$ cat src/twiddle_q14.hex
// entry k = cos (upper 16 bits) then sin (lower 16 bits) of 2*pi*k/256, Q2.14
40000000
3FFB0192
3FEC0324
3FD404B5
3FB10646
3F8507D6
3F4F0964
3F0F0AF1
3EC50C7C
3E720E06
3E150F8D
3DAF1112
3D3F1294
3CC51413
3C421590
3BB61709
3B21187E
3A8219EF
39DB1B5D
392B1CC6
38711E2B
37B01F8C
36E520E7
3612223D
3537238E
345324DA
33682620
32742760
3179289A
307629CE
2F6C2AFB
2E5A2C21
2D412D41

$ cat src/butterfly_pkg.sv
/*
 * datapath widths and fixed-point scaling of the radix-2 butterfly
 * imported by the pipeline, the output queue and the top level
 */
package butterfly_pkg;

    // real or imaginary part of a sample at the ports
    localparam int SAMPLE_W = 16;

    // twiddle parts are signed Q2.14, so +1.0 fits exactly
    localparam int TWIDDLE_W = 16;
    localparam int TWIDDLE_FRAC = 14;

    // A+B and A-B keep one growth bit
    localparam int SUM_W = SAMPLE_W + 1;

    // full-width difference times twiddle part
    localparam int PROD_W = SUM_W + TWIDDLE_W;

    // drop the Q14 fraction and halve Y
    localparam int Y_SHIFT = TWIDDLE_FRAC + 1;

endpackage

$ cat src/twiddle_pkg.sv
/*
 * phase word layout and twiddle table geometry
 * the octant/offset view of the phase drives the folded table lookup
 */
package twiddle_pkg;

    // phase counts 1/256 of a full turn
    localparam int PHASE_W = 8;

    // top bits pick one of eight 45 degree octants
    localparam int OCTANT_W = 3;
    localparam int OFFSET_W = PHASE_W - OCTANT_W;

    // 0 to 45 degrees inclusive, both ends stored
    localparam int TABLE_SIZE = 2 ** OFFSET_W + 1;

    // one word per line, cos in the upper half and sin in the lower
    localparam string TABLE_FILE = "/design/src/twiddle_q14.hex";

    typedef struct packed {
        logic [OCTANT_W-1:0] octant;
        logic [OFFSET_W-1:0] offset;
    } twiddle_split_t;

    // same bits seen as a plain angle or as octant plus offset
    typedef union packed {
        logic [PHASE_W-1:0] raw;
        twiddle_split_t     split;
    } twiddle_phase_u;

endpackage

$ cat src/butterfly_pipe.sv
/*
 * three-stage butterfly datapath, X = (A+B)/2 and Y = (A-B)*W/2
 * one item per stage, no stall, push marks a finished result
 */
module butterfly_pipe import butterfly_pkg::*; (
    input  logic                        clk,
    input  logic                        rst,
    input  logic                        in_valid,
    input  logic signed [SAMPLE_W-1:0]  a_re,
    input  logic signed [SAMPLE_W-1:0]  a_im,
    input  logic signed [SAMPLE_W-1:0]  b_re,
    input  logic signed [SAMPLE_W-1:0]  b_im,
    input  logic signed [TWIDDLE_W-1:0] w_re,
    input  logic signed [TWIDDLE_W-1:0] w_im,
    output logic                        push,
    output logic signed [SAMPLE_W-1:0]  x_re,
    output logic signed [SAMPLE_W-1:0]  x_im,
    output logic signed [SAMPLE_W-1:0]  y_re,
    output logic signed [SAMPLE_W-1:0]  y_im
);

    localparam int ACC_W = PROD_W + 1;

    logic                     v1;
    logic signed [SUM_W-1:0]  sum_re1, sum_im1, dif_re1, dif_im1;

    logic                     v2;
    logic signed [SUM_W-1:0]  sum_re2, sum_im2;
    logic signed [PROD_W-1:0] p_rr, p_ii, p_ri, p_ir;

    logic signed [ACC_W-1:0]  y_re_full;
    logic signed [ACC_W-1:0]  y_im_full;

    // valid chain, the only control state here
    always_ff @(posedge clk or posedge rst) begin
        if (rst) begin
            v1   <= 1'b0;
            v2   <= 1'b0;
            push <= 1'b0;
        end else begin
            v1   <= in_valid;
            v2   <= v1;
            push <= v2;
        end
    end

    ////////////////////////////////////////////////////////////////////////////
    // stage 1, sums and differences, lines up with the twiddle read
    always_ff @(posedge clk) begin
        if (in_valid) begin
            sum_re1 <= SUM_W'(a_re) + SUM_W'(b_re);
            sum_im1 <= SUM_W'(a_im) + SUM_W'(b_im);
            dif_re1 <= SUM_W'(a_re) - SUM_W'(b_re);
            dif_im1 <= SUM_W'(a_im) - SUM_W'(b_im);
        end
    end

    ////////////////////////////////////////////////////////////////////////////
    // stage 2, four partial products
    always_ff @(posedge clk) begin
        if (v1) begin
            sum_re2 <= sum_re1;
            sum_im2 <= sum_im1;
            p_rr    <= PROD_W'(dif_re1) * PROD_W'(w_re);
            p_ii    <= PROD_W'(dif_im1) * PROD_W'(w_im);
            p_ri    <= PROD_W'(dif_re1) * PROD_W'(w_im);
            p_ir    <= PROD_W'(dif_im1) * PROD_W'(w_re);
        end
    end

    ////////////////////////////////////////////////////////////////////////////
    // stage 3, combine, scale and truncate
    assign y_re_full = ACC_W'(p_rr) - ACC_W'(p_ii);
    assign y_im_full = ACC_W'(p_ri) + ACC_W'(p_ir);

    always_ff @(posedge clk) begin
        if (v2) begin
            x_re <= SAMPLE_W'(sum_re2 >>> 1);
            x_im <= SAMPLE_W'(sum_im2 >>> 1);
            y_re <= SAMPLE_W'(y_re_full >>> Y_SHIFT);
            y_im <= SAMPLE_W'(y_im_full >>> Y_SHIFT);
        end
    end

    a_push_latency: assert property (
        @(posedge clk) disable iff (rst)
        push == $past(in_valid, 3)
    ) else $error("push does not trail in_valid by three cycles");

endmodule

$ cat src/fft_butterfly.sv
/*
 * radix-2 FFT butterfly with built-in twiddle generator
 * credit flow control toward upstream and from downstream
 */
module fft_butterfly import butterfly_pkg::*, twiddle_pkg::*; #(
    parameter int FIFO_DEPTH  = 4,
    parameter int OUT_CREDITS = 2
) (
    input  logic                       clk,
    input  logic                       rst,
    input  logic                       in_valid,
    input  logic signed [SAMPLE_W-1:0] a_re,
    input  logic signed [SAMPLE_W-1:0] a_im,
    input  logic signed [SAMPLE_W-1:0] b_re,
    input  logic signed [SAMPLE_W-1:0] b_im,
    input  logic [PHASE_W-1:0]         phase,
    output logic                       in_credit,
    output logic                       out_valid,
    output logic signed [SAMPLE_W-1:0] x_re,
    output logic signed [SAMPLE_W-1:0] x_im,
    output logic signed [SAMPLE_W-1:0] y_re,
    output logic signed [SAMPLE_W-1:0] y_im,
    input  logic                       out_credit
);

    logic signed [TWIDDLE_W-1:0] w_re;
    logic signed [TWIDDLE_W-1:0] w_im;
    logic                        push;
    logic signed [SAMPLE_W-1:0]  pipe_x_re;
    logic signed [SAMPLE_W-1:0]  pipe_x_im;
    logic signed [SAMPLE_W-1:0]  pipe_y_re;
    logic signed [SAMPLE_W-1:0]  pipe_y_im;

    twiddle_lut u_twiddle_lut (
        .clk      (clk),
        .rst      (rst),
        .in_valid (in_valid),
        .phase    (phase),
        .w_re     (w_re),
        .w_im     (w_im)
    );

    // twiddle arrives together with stage 1 of the pipe
    butterfly_pipe u_butterfly_pipe (
        .clk      (clk),
        .rst      (rst),
        .in_valid (in_valid),
        .a_re     (a_re),
        .a_im     (a_im),
        .b_re     (b_re),
        .b_im     (b_im),
        .w_re     (w_re),
        .w_im     (w_im),
        .push     (push),
        .x_re     (pipe_x_re),
        .x_im     (pipe_x_im),
        .y_re     (pipe_y_re),
        .y_im     (pipe_y_im)
    );

    result_fifo #(
        .FIFO_DEPTH  (FIFO_DEPTH),
        .OUT_CREDITS (OUT_CREDITS)
    ) u_result_fifo (
        .clk        (clk),
        .rst        (rst),
        .push       (push),
        .x_re       (pipe_x_re),
        .x_im       (pipe_x_im),
        .y_re       (pipe_y_re),
        .y_im       (pipe_y_im),
        .out_credit (out_credit),
        .out_valid  (out_valid),
        .in_credit  (in_credit),
        .out_x_re   (x_re),
        .out_x_im   (x_im),
        .out_y_re   (y_re),
        .out_y_im   (y_im)
    );

endmodule

$ cat src/result_fifo.sv
/*
 * result queue between the butterfly pipeline and downstream
 * pops only against downstream credits and hands one credit back upstream per pop
 */
module result_fifo import butterfly_pkg::*; #(
    parameter int FIFO_DEPTH  = 4,
    parameter int OUT_CREDITS = 2
) (
    input  logic                       clk,
    input  logic                       rst,
    input  logic                       push,
    input  logic signed [SAMPLE_W-1:0] x_re,
    input  logic signed [SAMPLE_W-1:0] x_im,
    input  logic signed [SAMPLE_W-1:0] y_re,
    input  logic signed [SAMPLE_W-1:0] y_im,
    input  logic                       out_credit,
    output logic                       out_valid,
    output logic                       in_credit,
    output logic signed [SAMPLE_W-1:0] out_x_re,
    output logic signed [SAMPLE_W-1:0] out_x_im,
    output logic signed [SAMPLE_W-1:0] out_y_re,
    output logic signed [SAMPLE_W-1:0] out_y_im
);

    localparam int PTR_W = $clog2(FIFO_DEPTH);
    localparam int CNT_W = $clog2(FIFO_DEPTH + 1);
    localparam int CRD_W = $clog2(OUT_CREDITS + 1);

    logic [4*SAMPLE_W-1:0] mem [FIFO_DEPTH];
    logic [PTR_W-1:0]      wr_ptr;
    logic [PTR_W-1:0]      rd_ptr;
    logic [CNT_W-1:0]      count;
    logic [CRD_W-1:0]      credits;
    logic                  pop;

    // wrap for depths that are not a power of two
    function automatic logic [PTR_W-1:0] ptr_inc(input logic [PTR_W-1:0] p);
        return (p == PTR_W'(FIFO_DEPTH - 1)) ? '0 : p + 1'b1;
    endfunction

    assign pop       = (count != '0) && (credits != '0);
    assign out_valid = pop;
    assign in_credit = pop;

    assign {out_x_re, out_x_im, out_y_re, out_y_im} = mem[rd_ptr];

    always_ff @(posedge clk) begin
        if (push) begin
            mem[wr_ptr] <= {x_re, x_im, y_re, y_im};
        end
    end

    always_ff @(posedge clk or posedge rst) begin
        if (rst) begin
            wr_ptr  <= '0;
            rd_ptr  <= '0;
            count   <= '0;
            credits <= CRD_W'(OUT_CREDITS);
        end else begin
            if (push)
                wr_ptr <= ptr_inc(wr_ptr);
            if (pop)
                rd_ptr <= ptr_inc(rd_ptr);
            case ({push, pop})
                2'b10:   count <= count + 1'b1;
                2'b01:   count <= count - 1'b1;
                default: ;
            endcase
            // a returned credit and a spent one cancel
            case ({out_credit, pop})
                2'b10:   credits <= credits + 1'b1;
                2'b01:   credits <= credits - 1'b1;
                default: ;
            endcase
        end
    end

    a_no_overflow: assert property (
        @(posedge clk) disable iff (rst)
        push |-> count < CNT_W'(FIFO_DEPTH)
    ) else $error("push into a full result queue");

    a_credit_bound: assert property (
        @(posedge clk) disable iff (rst)
        credits <= CRD_W'(OUT_CREDITS)
    ) else $error("downstream returned more credits than it was given");

endmodule

$ cat src/twiddle_lut.sv
/*
 * twiddle generator, W = cos - j sin of the input phase
 * octant folding over a 0..45 degree table, result registered one cycle later
 */
module twiddle_lut import butterfly_pkg::*, twiddle_pkg::*; (
    input  logic                        clk,
    input  logic                        rst,
    input  logic                        in_valid,
    input  logic [PHASE_W-1:0]          phase,
    output logic signed [TWIDDLE_W-1:0] w_re,
    output logic signed [TWIDDLE_W-1:0] w_im
);

    localparam int INDEX_W = $clog2(TABLE_SIZE);

    logic [2*TWIDDLE_W-1:0] rom [TABLE_SIZE];

    twiddle_phase_u              ph;
    logic [INDEX_W-1:0]          idx;
    logic signed [TWIDDLE_W-1:0] c;
    logic signed [TWIDDLE_W-1:0] s;
    logic                        swap;
    logic                        neg_cos;
    logic                        neg_sin;
    logic signed [TWIDDLE_W-1:0] mag_cos;
    logic signed [TWIDDLE_W-1:0] mag_sin;

    initial begin
        $readmemh(TABLE_FILE, rom);
    end

    assign ph.raw = phase;

    // odd octants run the table backwards
    assign idx = ph.split.octant[0] ?
                 INDEX_W'(TABLE_SIZE - 1) - INDEX_W'(ph.split.offset) :
                 INDEX_W'(ph.split.offset);

    assign {c, s} = rom[idx];

    // octants 1,2,5,6 exchange cos and sin
    assign swap    = ph.split.octant[0] ^ ph.split.octant[1];
    // cos negative from 90 to 270 degrees, sin negative past 180
    assign neg_cos = ph.split.octant[2] ^ ph.split.octant[1];
    assign neg_sin = ph.split.octant[2];

    assign mag_cos = swap ? s : c;
    assign mag_sin = swap ? c : s;

    always_ff @(posedge clk or posedge rst) begin
        if (rst) begin
            w_re <= '0;
            w_im <= '0;
        end else if (in_valid) begin
            w_re <= neg_cos ? -mag_cos : mag_cos;
            // imaginary part carries -sin
            w_im <= neg_sin ? mag_sin : -mag_sin;
        end
    end

    a_index_range: assert property (
        @(posedge clk) disable iff (rst)
        in_valid |-> idx <= INDEX_W'(TABLE_SIZE - 1)
    ) else $error("twiddle table index %0d out of range", idx);

endmodule

$ cat config.mk
export PLATFORM = sky130hd
export DESIGN_NAME = fft_butterfly
export DESIGN_NICKNAME = d
export VERILOG_FILES = /design/src/butterfly_pkg.sv /design/src/twiddle_pkg.sv /design/src/butterfly_pipe.sv /design/src/fft_butterfly.sv /design/src/result_fifo.sv /design/src/twiddle_lut.sv
export SDC_FILE = /design/constraint.sdc
export NUM_CORES = 1
export LEC_CHECK = 0
export BUFFER_PORTS_ARGS = -buffer_cell sky130_fd_sc_hd__buf_4
export CORE_UTILIZATION = 50
export CTS_BUF_LIST = sky130_fd_sc_hd__clkbuf_16
export CTS_CLUSTER_SIZE = 12
export DETAILED_ROUTE_END_ITERATION = 10
export GPL_TIMING_DRIVEN = 0
export PLACE_DENSITY = 0.83
export SYNTH_ARGS = -nofsm -noshare
export SYNTH_HDL_FRONTEND = slang
export SYNTH_SLANG_ARGS = --single-unit
$ cat constraint.sdc
create_clock -name clk -period 1.85 [get_ports clk]
set_clock_uncertainty 0.2 [all_clocks]
set_input_delay 0.0925 -clock clk [delete_from_list [all_inputs] [get_ports clk]]
set_output_delay 0.0925 -clock clk [all_outputs]
set_load 0.005 [all_outputs]
Word-level counts from Yosys, hierarchy flattened
Memories as Yosys holds them, arrays and structs flattened.
Index checks and enable logic that the tools add are counted.
Word-level totals
  register bits: 334
  RAM bits: 256
  output and inout bits: 66
  memories kept: 1
Memories
  u_result_fifo.mem: depth 4, width 64, read ports 1, clocked after Yosys merged registers in 0, write ports 1, RTL line result_fifo.sv:29  | logic [4*SAMPLE_W-1:0] mem [FIFO_DEPTH];
Operators by class
  add/subtract/negate cells: 14
  multipliers: 4
  equal/unequal tests: 6
  mux-type cells: 10
  bitwise operators: 2
  reductions and logical operators: 5
Operators with widths (count)
  $mul A17 B16 Y31: 4
  $mux W16: 4
  $add A16 B16 Y17: 2
  $sub A16 B16 Y17: 2
  $neg A16 Y16: 2
  $add A31 B31 Y31: 1
  $sub A31 B31 Y31: 1
  $eq A2 B2 Y1 const B: 4
  $add A2 B1 Y2 const B: 3
  $pmux W3 S2: 1
  $reduce_bool A2 Y1: 3
  $eq A2 B1 Y1 const B: 2
  $mux W2: 2
  $pmux W2 S2: 1
  $add A3 B1 Y3 const B: 1
  $reduce_bool A3 Y1: 1
  $sub A3 B1 Y3 const B: 1
  $mux W1: 2
  $sub A2 B1 Y2 const B: 1
  $xor A1 B1 Y1: 2
  $logic_and A1 B1 Y1: 1

Longest topological paths before layout
Gate-level depths: netlist of run 1.
  depth after elaboration: 4
  mapped depth: 8
  depth with buffers taken out: 8

Cells and area by module
From an unflattened synthesis of run 1, not the netlist that was laid out.
Second synthesis, totals
  cell total of the unflattened synthesis: 5750
  area, all modules: 62681.4 sq um
By module, submodules not included
  butterfly_pipe: instances 1, cells an instance 5335, area an instance 52680.5 sq um, sequential area each 8663.3 sq um
  result_fifo: instances 1, cells an instance 382, area an instance 9756.9 sq um, sequential area each 7913.8 sq um
  twiddle_lut: instances 1, cells an instance 33, area an instance 244.0 sq um, sequential area each 0.0 sq um

Worst setup path after synthesis of run 1
OpenSTA, ideal clock, no wires.
  path kind: reg-to-reg
  start: reg u_result_fifo.count[0]
  end: reg u_result_fifo.count[2]
  setup time: 125 ps
  data arrival time: 1757 ps
  required time: 1525 ps
  path slack: -232 ps
  cell stages (with the launch flop): 9
  period minus slack after synthesis: 2082 ps
  cells stage by stage: dfrtp_1 o32ai_1 inv_1 ha_1 inv_1 fa_1 xor2_1 nor2_1 xor2_1
On the way
  longest elaborated chain between the ends: 4
Ends and longest elaborated chain
  from (decl): RTL line result_fifo.sv:32  | logic [CNT_W-1:0] count;
  from (signal assigned): RTL line result_fifo.sv:65  | 2'b10: count <= count + 1'b1;
  from (signal assigned): RTL line result_fifo.sv:66  | 2'b01: count <= count - 1'b1;
  $reduce_bool A3 Y1 (*): RTL line result_fifo.sv:41  | assign pop = (count != '0) && (credits != '0);
  $logic_and A1 B1 Y1 (*): RTL line result_fifo.sv:41
  via in_credit: RTL line fft_butterfly.sv:17  | output logic in_credit,
  $eq A2 B1 Y1 or $eq A2 B2 Y1 (tied branches): RTL line result_fifo.sv:64  | case ({push, pop})
  $pmux W3 S2 or $reduce_bool A2 Y1 (tied branches)
Mark *: on every way through the listed nets, which the timed path passes. The rest lies on a longest branch.
A chain may end at the register's enable or synchronous reset.

Worst setup path after layout of run 1
  start: reg u_result_fifo.rd_ptr[0]
  end: out x_im[5]
On the way
  longest elaborated chain between the ends: 1
Ends and longest elaborated chain
  from (decl): RTL line result_fifo.sv:31  | logic [PTR_W-1:0] rd_ptr;
  from (signal assigned): RTL line result_fifo.sv:63  | rd_ptr <= ptr_inc(rd_ptr);
  $mem_v2 Z4 W64
  to (decl): RTL line fft_butterfly.sv:20  | output logic signed [SAMPLE_W-1:0] x_im,
Every way passes these cells.

==> results.json, run 1 <==
{
  "clockPowerShare_pct": 24.5,
  "die_h_microns": 143,
  "die_x_microns": 143,
  "r2r-end": "u_result_fifo.count[2]",
  "pwr-share-comb_pct": 29.8,
  "switching_share_pct": 25.8,
  "setup_viol": 36,
  "cts_tree": "built",
  "start_kind": "flip-flop",
  "drt-initial-drc-count": 307,
  "cp_cell_sequence": "buf_6, buf_8, mux4_2, buf_4",
  "outcome": "finished, violations left",
  "clockRootBuffer": "clkbuf_16",
  "yosysSeqAreaShare_pct": 70.9,
  "pwr-share-seq_pct": 45.7,
  "fp-row-count": 51,
  "synth_common_cells": "224 x edfxtp_1, 37 x ha_1, 33 x buf_4",
  "min_period_ns": 2.20,
  "slew_violations": 0,
  "io_buffers": 101,
  "fmax_mhz": 454,
  "fillers": 1327,
  "p_total_uw": 15800,
  "drt_pass1_iterations": 5,
  "fin_nets": 893,
  "cp.arrival_ns": 1.91,
  "critical_path.top_delay_family": "multiplexers",
  "routed_wl_mm": 18.5,
  "violations": "negative setup slack",
  "p_per_area_nw_per_um2": 1260,
  "antenna_cells": 0,
  "slowest_stage": "mux4_2",
  "coreArea_sq_um": 19500,
  "r2r_cells": 8,
  "critical_path_required_ns": 1.56,
  "final_cell_area_sq_um": 12600,
  "dpl_worst_slack_ns": -0.300,
  "cp-end-kind": "output pin",
  "r2r_slack_ns": -0.15,
  "path_clk_slew_ns": 0.06,
  "net-switching-power_uw": 4080,
  "first_global_vias": 5610,
  "power_leakage_uw": 0.00479,
  "cp.depth": 4,
  "place.gp.congestion": 0.935,
  "yosysMostFrequentCell": "edfxtp_1",
  "critPathMaxFanout": 10,
  "synth_top_cell_by_area": "edfxtp_1",
  "holdWs_ns": 0.00620,
  "clock_latency_ns": 0.49,
  "ioPinCount": 142,
  "max_stage_delay_ns": 0.53,
  "synth_top_cell_area_share_pct": 67.9,
  "yosys_register_bits": 236,
  "crit_path_end": "x_im[5]",
  "area_delta_synth_final_pct": 26.9,
  "grt_max_degree": 34,
  "r2r-start": "u_result_fifo.credits[1]",
  "synth_area_sq_um": 9910,
  "yosys_most_used_dff": "edfxtp_1",
  "hold_path.class": "in2reg",
  "rsz0062_at_grt": "yes",
  "start_util_pct": 50.9,
  "gr-usage-all-layers_pct": 18.2,
  "post_synth.cell_area_avg_sq_um": 17.5,
  "synth.area.top_cells": "edfxtp_1 68%, mux4_2 7.3%, ha_1 4.7%",
  "critPathKind": "reg2out",
  "drt-vias-per-instance": 5.23,
  "drtAntennaViolNets": 0,
  "slew-limit-headroom_pct": 48.5,
  "ys_types": 54,
  "synthCells": 565,
  "path_buf_inv": 3,
  "drc": 0,
  "async_flop_share_pct": 5.08,
  "cts_num_sinks": 236,
  "maxCapViolCount": 0,
  "antenna_found_initial": 0,
  "vdd_drop_max_mv": 0.538,
  "cts-buffers-inserted": 23,
  "synth-edff-count": 224,
  "drive_above_1_share_pct": 30.7,
  "fin_ws_ns": -0.354,
  "vias": 5499,
  "hold_violations": 0,
  "dp_hpwl_mm": 11.6,
  "grt_pass1_wl_mm": 28.4,
  "place_area_sq_um": 11200,
  "crit_start": "u_result_fifo.rd_ptr[0]",
  "cts_buffer_depth": 3,
  "fin_crit_sh_pct": 119,
  "cts_max_level": 1,
  "p_int_uw": 11800,
  "post_drt_wl_per_cell_microns": 17.6,
  "ys_warn_count": 0,
  "overflow": 0,
  "worst_pin_slew_ns": 0.773,
  "die_area_sq_um": 20400
}
==> cell usage in the layout (no fill, tap or decap), types with 8 or more instances in the layout <==
cell / count
inv_1: 25
o21ai_1: 10
xor2_1: 15
edfxtp_1: 224
ha_1: 33
dlygate4sd3_1: 45
buf_4: 119
mux4_2: 32
conb_1: 32
nand2_1: 25
o21a_1: 8
clkbuf_16: 23
nor2_1: 15
buf_6: 27
a21oi_1: 26
dfrtp_1: 9
xnor2_1: 15
==> worst reg2reg max path: stages, from the launching register on <==
cell and delay (ns):
dfstp_2 0.55, o32ai_4 0.09, inv_2 0.11, ha_4 0.14, inv_2 0.04, fa_2 0.33
xor2_1 0.16, nor2_1 0.13, xor2_1 0.17
==> worst min-delay path by stage <==
stage,start,to,slack [ns],cells after the start
final,b_re[10],u_butterfly_pipe.sum_re1[10],0.006,4
after global placement,rst,u_butterfly_pipe.v2,-0.06,2
after CTS,b_re[3],u_butterfly_pipe.sum_re1[4],0.0008,4
after floorplan,rst,u_butterfly_pipe.push,-0.24,1
after detailed placement,rst,u_butterfly_pipe.v2,-0.04,2
after global routing,b_re[10],u_butterfly_pipe.sum_re1[10],0.02,4
==> registers in the layout, summed over array words and instances (netlist names) <==
register and count:
u_butterfly_pipe.push 1, u_butterfly_pipe.sum_im1 16, u_butterfly_pipe.sum_im2 16, u_butterfly_pipe.sum_re1 16, u_butterfly_pipe.sum_re2 16, u_butterfly_pipe.v1 1, u_butterfly_pipe.v2 1, u_butterfly_pipe.x_im 16
u_butterfly_pipe.x_re 16, u_result_fifo.count 3, u_result_fifo.credits 2, u_result_fifo.mem 128, u_result_fifo.rd_ptr 2, u_result_fifo.wr_ptr 2
==> power groups by stage <==
stage / clock network, uW / registers (uW) / logic (uW)
finish: 3870 / 7240 / 4720
global route: 4140 / 7310 / 5090
CTS: 3950 / 7250 / 4640
detailed placement: 0 / 7330 / 3770
global placement: 0 / 7240 / 3660
floorplan: 0 / 7180 / 2360
==> logic make-up after synthesis <==
group | Yosys count | share of synthesized area [%]
fa+ha+maj | 40 | 5.28
xor+xnor | 31 | 2.74
other cells | 1 | 0.0378
buf+inv | 64 | 3.90
simple gates | 72 | 3.52
compound gates | 88 | 6.26
mux | 33 | 7.37
flops | 236 | 70.9
==> stage by stage <==
step / utilization [%] / instances / setup TNS, ns
CTS: 64.1 / 1049 / -10.48
finish: 64.6 / 1051 / -10.44
floorplan: - / 596 / -0.176
detailed placement: 57.3 / 962 / -26.04
global placement: 57.3 / 962 / -13.80
global route: 64.6 / 1051 / -12.59
==> metal layers <==
metal	global-route usage, %	vias up	wire length (microns)
li1	-	2568	-
met1	22.0	2706	7560
met2	33.3	197	9590
met3	2.95	28	995
met4	5.60	0	353
met5	0	-	0
==> timing repair <==
item | 4_1_cts | 5_1_grt
resized for setup | 54 | 14
hold endpoints to repair | 73 | 3
hold buffers | 45 | 3
setup endpoints to repair | 196 | 75
buffers inserted | 8 | 1
gates cloned | 1 | 0
pin swaps | 3 | 4
==> final cells by class <==
class | instances | area [sq um] | share of cell area (%)
Buffer | 46 | 387 | 3.07
Multi-Input combinational cell | 296 | 2740 | 21.8
Sequential cell | 236 | 7030 | 55.9
Tap cell | 265 | 332 | 2.64
Clock inverter | 11 | 41.3 | 0.328
Clock buffer | 23 | 576 | 4.58
Timing Repair Buffer | 157 | 1400 | 11.2
Inverter | 17 | 63.8 | 0.507
(Power assumes the default switching activity.)
==> inputs of run 2 (changes only) <==
--- a/config.mk
+++ b/config.mk
@@ -5,6 +5,7 @@
 export SDC_FILE = /design/constraint.sdc
 export NUM_CORES = 1
 export LEC_CHECK = 0
+export ABC_AREA = 1
 export BUFFER_PORTS_ARGS = -buffer_cell sky130_fd_sc_hd__buf_4
 export CORE_UTILIZATION = 50
 export CTS_BUF_LIST = sky130_fd_sc_hd__clkbuf_16
==> results.json, run 2 <==
{
  "outcome": "finished, violations left",
  "violations": "negative hold slack, negative setup slack",
  "fmax_mhz": 460,
  "async_flop_share_pct": 5.08,
  "fillers": 1339,
  "ys_types": 25,
  "grt_pass1_wl_mm": 35.6,
  "largest_reg_flops": 128,
  "worst_pin_slew_ns": 0.676,
  "synth_compound_area_share_pct": 6.40,
  "post_synth.cell_area_avg_sq_um": 11.6,
  "hold_violations": 1,
  "ioPinCount": 142,
  "dr_wl_met3_mm": 1.52,
  "cp-end-kind": "output pin",
  "place_inst": 1296,
  "path_clk_slew_ns": 0.06,
  "dr_wl_met2_mm": 12.5,
  "start_kind": "flip-flop",
  "min_period_ns": 2.18,
  "area_delta_synth_final_pct": 36.5,
  "antenna_cells": 0,
  "die_area_sq_um": 21400,
  "r2r-end": "u_result_fifo.count[2]",
  "fp-row-count": 52,
  "clockRootBuffer": "clkbuf_16",
  "ff_latch_area_sq_um": 7030,
  "fin_crit_sh_pct": 118,
  "fin_ws_ns": -0.326,
  "yosysMostFrequentCell": "edfxtp_1",
  "r2r-start": "u_result_fifo.credits[1]",
  "drt-vias-per-instance": 5.06,
  "drive_above_1_share_pct": 31.3,
  "coreArea_sq_um": 20300,
  "drt-initial-drc-count": 534,
  "gr-usage-all-layers_pct": 21.3,
  "highest_layer": "met4",
  "synth_top_cell_by_area": "edfxtp_1",
  "synthMuxAreaShare_pct": 0,
  "drt_pass1_iterations": 5,
  "maxCapViolCount": 0,
  "yosysSeqAreaShare_pct": 67.6,
  "p_total_uw": 18800,
  "vdd_drop_max_mv": 0.675,
  "r2r_cells": 8,
  "place.gp.congestion": 0.837,
  "cts_num_sinks": 236,
  "drtAntennaViolNets": 0,
  "setup_viol": 33,
  "hold_depth": 6,
  "synth_adder_area_share_pct": 5.03,
  "final_cell_mix": "224 x edfxtp_1, 185 x nand2_1, 152 x buf_4, 105 x inv_1, 68 x dlygate4sd3_1",
  "critical_path_required_ns": 1.56,
  "regMostFlops": "u_result_fifo.mem",
  "drc": 0,
  "synth_area_sq_um": 10400,
  "overflow": 0,
  "layout.cells.non_filler": 1434,
  "holdWs_ns": -0.0151,
  "synth-edff-count": 224,
  "final_common_cell": "edfxtp_1",
  "synth.area.top_cells": "edfxtp_1 65%, nand2_1 7.1%, ha_1 4.5%",
  "start_util_pct": 51.2,
  "grt_max_degree": 34,
  "critPathMaxFanout": 10,
  "synthSimpleGateAreaFrac_pct": 11.9,
  "slew_violations": 0,
  "r2r_slack_ns": -0.11,
  "synthCells": 894,
  "yosys_register_bits": 236,
  "p_per_area_nw_per_um2": 1330,
  "synth_common_cells": "224 x edfxtp_1, 196 x nand2_1, 107 x inv_1",
  "cp.arrival_ns": 1.88,
  "cts-buffers-inserted": 23,
  "synth_xor_area_share_pct": 1.52,
  "cts_max_level": 1,
  "dp_hpwl_mm": 12.6,
  "rsz0062_at_grt": "yes",
  "clock_latency_ns": 0.50,
  "vias": 7254,
  "fin_nets": 1273,
  "post_drt_wl_per_cell_microns": 16.7,
  "critPathKind": "reg2out",
  "yosys_most_used_dff": "edfxtp_1",
  "power_leakage_uw": 0.00598,
  "min_from": "a_im[0]",
  "multi_input_area_sq_um": 3320,
  "cts_tree": "built",
  "die_h_microns": 146,
  "hold_path.class": "in2reg",
  "antenna_found_initial": 0,
  "holdPathEnd": "u_butterfly_pipe.sum_im1[3]",
  "synth_top_family_by_area": "simple AND/OR/NAND/NOR gates",
  "wl_met1_mm": 9.19,
  "slew-limit-headroom_pct": 55.0,
  "die_x_microns": 146,
  "cts_buffer_depth": 3,
  "synth_top_cell_area_share_pct": 64.7,
  "first_global_vias": 7107,
  "routed_wl_mm": 23.9,
  "io_buffers": 101,
  "ys_warn_count": 0
}
[run 2: cell count changes after synthesis, moves of 8 or more]
cell / change
inv_1: +90
mux4_2: -32
nand2_1: +171
nand3_1: +17
nor2_1: +63
o21a_1: -8
o21ai_0: +44
o21ai_1: +13
o22ai_1: +32
xnor2_1: -11
[run 2: critical path, stage by stage, from the launching register on]
cell and delay, ns:
dfrtp_1 0.43, buf_4 0.17, clkbuf_4 0.19, o21ai_0 0.29, o22ai_2 0.14, buf_4 0.15
[run 2: repair_timing]
item,4_1_cts,5_1_grt
endpoints found under the setup margin,163,126
setup buffers,22,6
endpoints found under the hold margin,79,0
gates resized for setup,106,145
gates cloned,9,3
pin swaps,26,19
hold buffers,70,0
[run 2: layer usage]
metal	up-vias	GRT usage, %
li1	3487	-
met1	3438	25.7
met2	276	37.9
met3	53	3.41
met4	0	8.96
met5	-	0
[run 2: kinds of logic after synthesis]
family | count (synthesis)
AND/OR/NAND/NOR | 312
XOR/XNOR | 18
other | 1
flip-flops | 236
AO/OA/AOI/OAI | 125
adder cells (fa/ha/maj) | 40
buffers and inverters | 162
[run 2: layout make-up]
type	instances	area share, %
Buffer	51	3.25
Clock buffer	23	4.06
Clock inverter	9	0.238
Inverter	108	3.03
Multi-Input combinational cell	527	23.4
Sequential cell	236	49.6
Tap cell	270	2.38
Timing Repair Buffer	206	13.9
Timing Repair inverter	4	0.212
[run 2: how the worst max path moves through the flow]
stage                              from                       end
2_1_floorplan  u_result_fifo.credits[1]    u_result_fifo.count[2]
4_1_cts         u_result_fifo.rd_ptr[0]                   x_im[5]
3_3_place_gp    u_result_fifo.wr_ptr[0]  u_result_fifo.mem[0][59]
5_1_grt         u_result_fifo.rd_ptr[0]                  x_im[12]
6_report        u_result_fifo.rd_ptr[0]                  x_im[12]
3_5_place_dp    u_result_fifo.wr_ptr[0]  u_result_fifo.mem[2][58]
[run 2: metrics by stage]
stage	util, %	cell area, sq um	setup TNS, ns	setup WS [ns]	hold slack [ns]
6_report	69.9	14200	-8.67	-0.326	-0.0151
5_1_grt	69.9	14200	-10.52	-0.398	0.0137
4_1_cts	67.0	13600	-6.55	-0.261	-0.0308
3_5_place_dp	57.3	11600	-37.24	-0.331	-0.0266
3_3_place_gp	57.3	11600	-29.25	-0.252	-0.0331
2_1_floorplan	-	10500	-0.0328	-0.0328	-0.244
[run 2: power by group]
| group | switching, uW | internal (uW) |
|---|---|---|
| Clock | 1730 | 2200 |
| Sequential | 450 | 6910 |
| Combinational | 3840 | 3670 |
| Total | 6030 | 12800 |
==> inputs of run 3 (changes only) <==
--- a/config.mk
+++ b/config.mk
@@ -8,7 +8,7 @@
 export ABC_AREA = 1
 export BUFFER_PORTS_ARGS = -buffer_cell sky130_fd_sc_hd__buf_4
 export CORE_UTILIZATION = 50
-export CTS_BUF_LIST = sky130_fd_sc_hd__clkbuf_16
+export CTS_BUF_LIST = sky130_fd_sc_hd__clkbuf_8 sky130_fd_sc_hd__clkbuf_16
 export CTS_CLUSTER_SIZE = 12
 export DETAILED_ROUTE_END_ITERATION = 10
 export GPL_TIMING_DRIVEN = 0
==> results.json, run 3 (synthesized netlist as in run 2, its figures left out) <==
{
  "cts_max_level": 1,
  "slew_violations": 0,
  "clock_latency_ns": 0.50,
  "worst_pin_slew_ns": 0.676,
  "fin_ws_ns": -0.326,
  "violations": "negative hold slack, negative setup slack",
  "fin_nets": 1273,
  "maxCapViolCount": 0,
  "rsz0062_at_grt": "yes",
  "min_period_ns": 2.18,
  "vias": 7253,
  "fmax_mhz": 460,
  "clockRootBuffer": "clkbuf_16",
  "slew-limit-headroom_pct": 55.0,
  "holdPathEnd": "u_butterfly_pipe.sum_im1[3]",
  "crit_top_cell": "buf_4",
  "busiest_layer": "met2",
  "largest_reg_flops": 128,
  "drt-vias-per-instance": 5.06,
  "drt_pass1_iterations": 5,
  "r2r-start": "u_result_fifo.credits[1]",
  "start_kind": "flip-flop",
  "start_util_pct": 51.2,
  "ioPinCount": 142,
  "place.gp.congestion": 0.837,
  "holdWs_ns": -0.0151,
  "hold_depth": 6,
  "critical_path.top_delay_family": "buffers and inverters",
  "use_met1_pct": 25.7,
  "fillers": 1335,
  "die_area_sq_um": 21400,
  "cts_buffer_depth": 3,
  "hold_path.class": "in2reg",
  "cp.arrival_ns": 1.88,
  "antenna_found_initial": 0,
  "overflow": 0,
  "setup_viol": 33,
  "r2r_slack_ns": -0.11,
  "hold_violations": 1,
  "drc": 0,
  "die_h_microns": 146,
  "critical_path_required_ns": 1.56,
  "path_clk_slew_ns": 0.06,
  "max_stage_delay_ns": 0.43,
  "cp-end-kind": "output pin",
  "place_inst": 1296,
  "area_delta_synth_final_pct": 36.6,
  "cts_tree": "built",
  "final_common_cell": "edfxtp_1",
  "antenna_cells": 0,
  "io_buffers": 101,
  "min_from": "a_im[0]",
  "gr-usage-all-layers_pct": 21.3,
  "routed_wl_mm": 23.9,
  "post_drt_wl_per_cell_microns": 16.7,
  "layout.cells.non_filler": 1434,
  "first_global_vias": 7107,
  "dp_hpwl_mm": 12.6,
  "power_leakage_uw": 0.00599,
  "fp-row-count": 52,
  "drt-initial-drc-count": 534,
  "cp_cell_sequence": "buf_4, clkbuf_4, o21ai_0, o22ai_2, buf_4",
  "finalSetupTns_ns": -8.67,
  "critPathKind": "reg2out",
  "fin_crit_sh_pct": 118,
  "met2_usage_pct": 37.9,
  "vdd_drop_max_mv": 0.675,
  "p_per_area_nw_per_um2": 1330,
  "grt_max_degree": 34,
  "r2r_cells": 8,
  "r2r-end": "u_result_fifo.count[2]",
  "slowest_stage": "dfrtp_1",
  "drive_above_1_share_pct": 31.4,
  "cts_num_sinks": 236,
  "use_met3_pct": 3.41,
  "coreArea_sq_um": 20300,
  "grt_pass1_wl_mm": 35.6,
  "die_x_microns": 146,
  "outcome": "finished, violations left",
  "final_cell_mix": "224 x edfxtp_1, 185 x nand2_1, 152 x buf_4, 105 x inv_1, 68 x dlygate4sd3_1",
  "regMostFlops": "u_result_fifo.mem",
  "cts-buffers-inserted": 23,
  "path_buf_inv": 3,
  "drtAntennaViolNets": 0,
  "critPathMaxFanout": 10
}
-- run 3: changes by cell type in the layout (fill, tap and decap cells not counted), sizes merged --
| cell | previous run | this run |
|---|---|---|
| clkbuf | 30 | 31 |
| clkinv | 1 | 0 |
-- run 3: cell type report --
class,count,area (sq um),share of cell area [%]
repair inverters,4,30.0,0.211
clock inverters,8,30.0,0.211
flip-flops and latches,236,7030,49.5
inverters,108,430,3.03
repair buffers,206,1970,13.8
plain buffers,51,462,3.25
clock buffers,24,589,4.15
multi-input cells,527,3320,23.4
well taps,270,338,2.38
-- run 3: routing by layer --
metal | share of wire (%) | routed length [microns]
met1 | 38 | 9200
met2 | 52 | 12500
met3 | 6.3 | 1520
met4 | 2.9 | 699
met5 | 0 | 0
-- run 3: worst max-delay path by stage --
stage	cells after the start	startpoint	to
final	5	u_result_fifo.rd_ptr[0]	x_im[12]
after global routing	5	u_result_fifo.rd_ptr[0]	x_im[12]
after CTS	7	u_result_fifo.rd_ptr[0]	x_im[5]
after detailed placement	4	u_result_fifo.wr_ptr[0]	u_result_fifo.mem[2][58]
after global placement	4	u_result_fifo.wr_ptr[0]	u_result_fifo.mem[0][59]
after floorplan	8	u_result_fifo.credits[1]	u_result_fifo.count[2]
-- run 3: report_power, final --
part / switching [uW] / internal, uW
sequential: 450 / 6910
combinational: 3840 / 3670
clock: 1740 / 2250
total: 6030 / 12800
-- run 3: worst min-delay path, stage by stage --
cell and delay (ns):
buf_4 0.08, nand2_1 0.04, inv_1 0.08, nand2_1 0.07, nand2_2 0.08, xor2_1 0.07
-- run 3: repair_timing --
item / 4_1_cts / 5_1_grt
pin swaps: 26 / 19
endpoints found under the hold margin: 79 / 0
endpoints found under the setup margin: 163 / 126
setup buffers: 22 / 6
gates resized for setup: 106 / 145
gates cloned: 9 / 3
hold buffers: 70 / 0
-- run 3: through the flow --
step | area (sq um) | worst slack [ns] | power, uW | utilization, %
2_1_floorplan | 10500 | -0.0328 | 9940 | -
3_3_place_gp | 11600 | -0.252 | 11700 | 57.3
3_5_place_dp | 11600 | -0.331 | 11900 | 57.3
4_1_cts | 13600 | -0.261 | 17400 | 67.1
5_1_grt | 14200 | -0.398 | 19700 | 70.0
6_report | 14200 | -0.326 | 18900 | 70.0
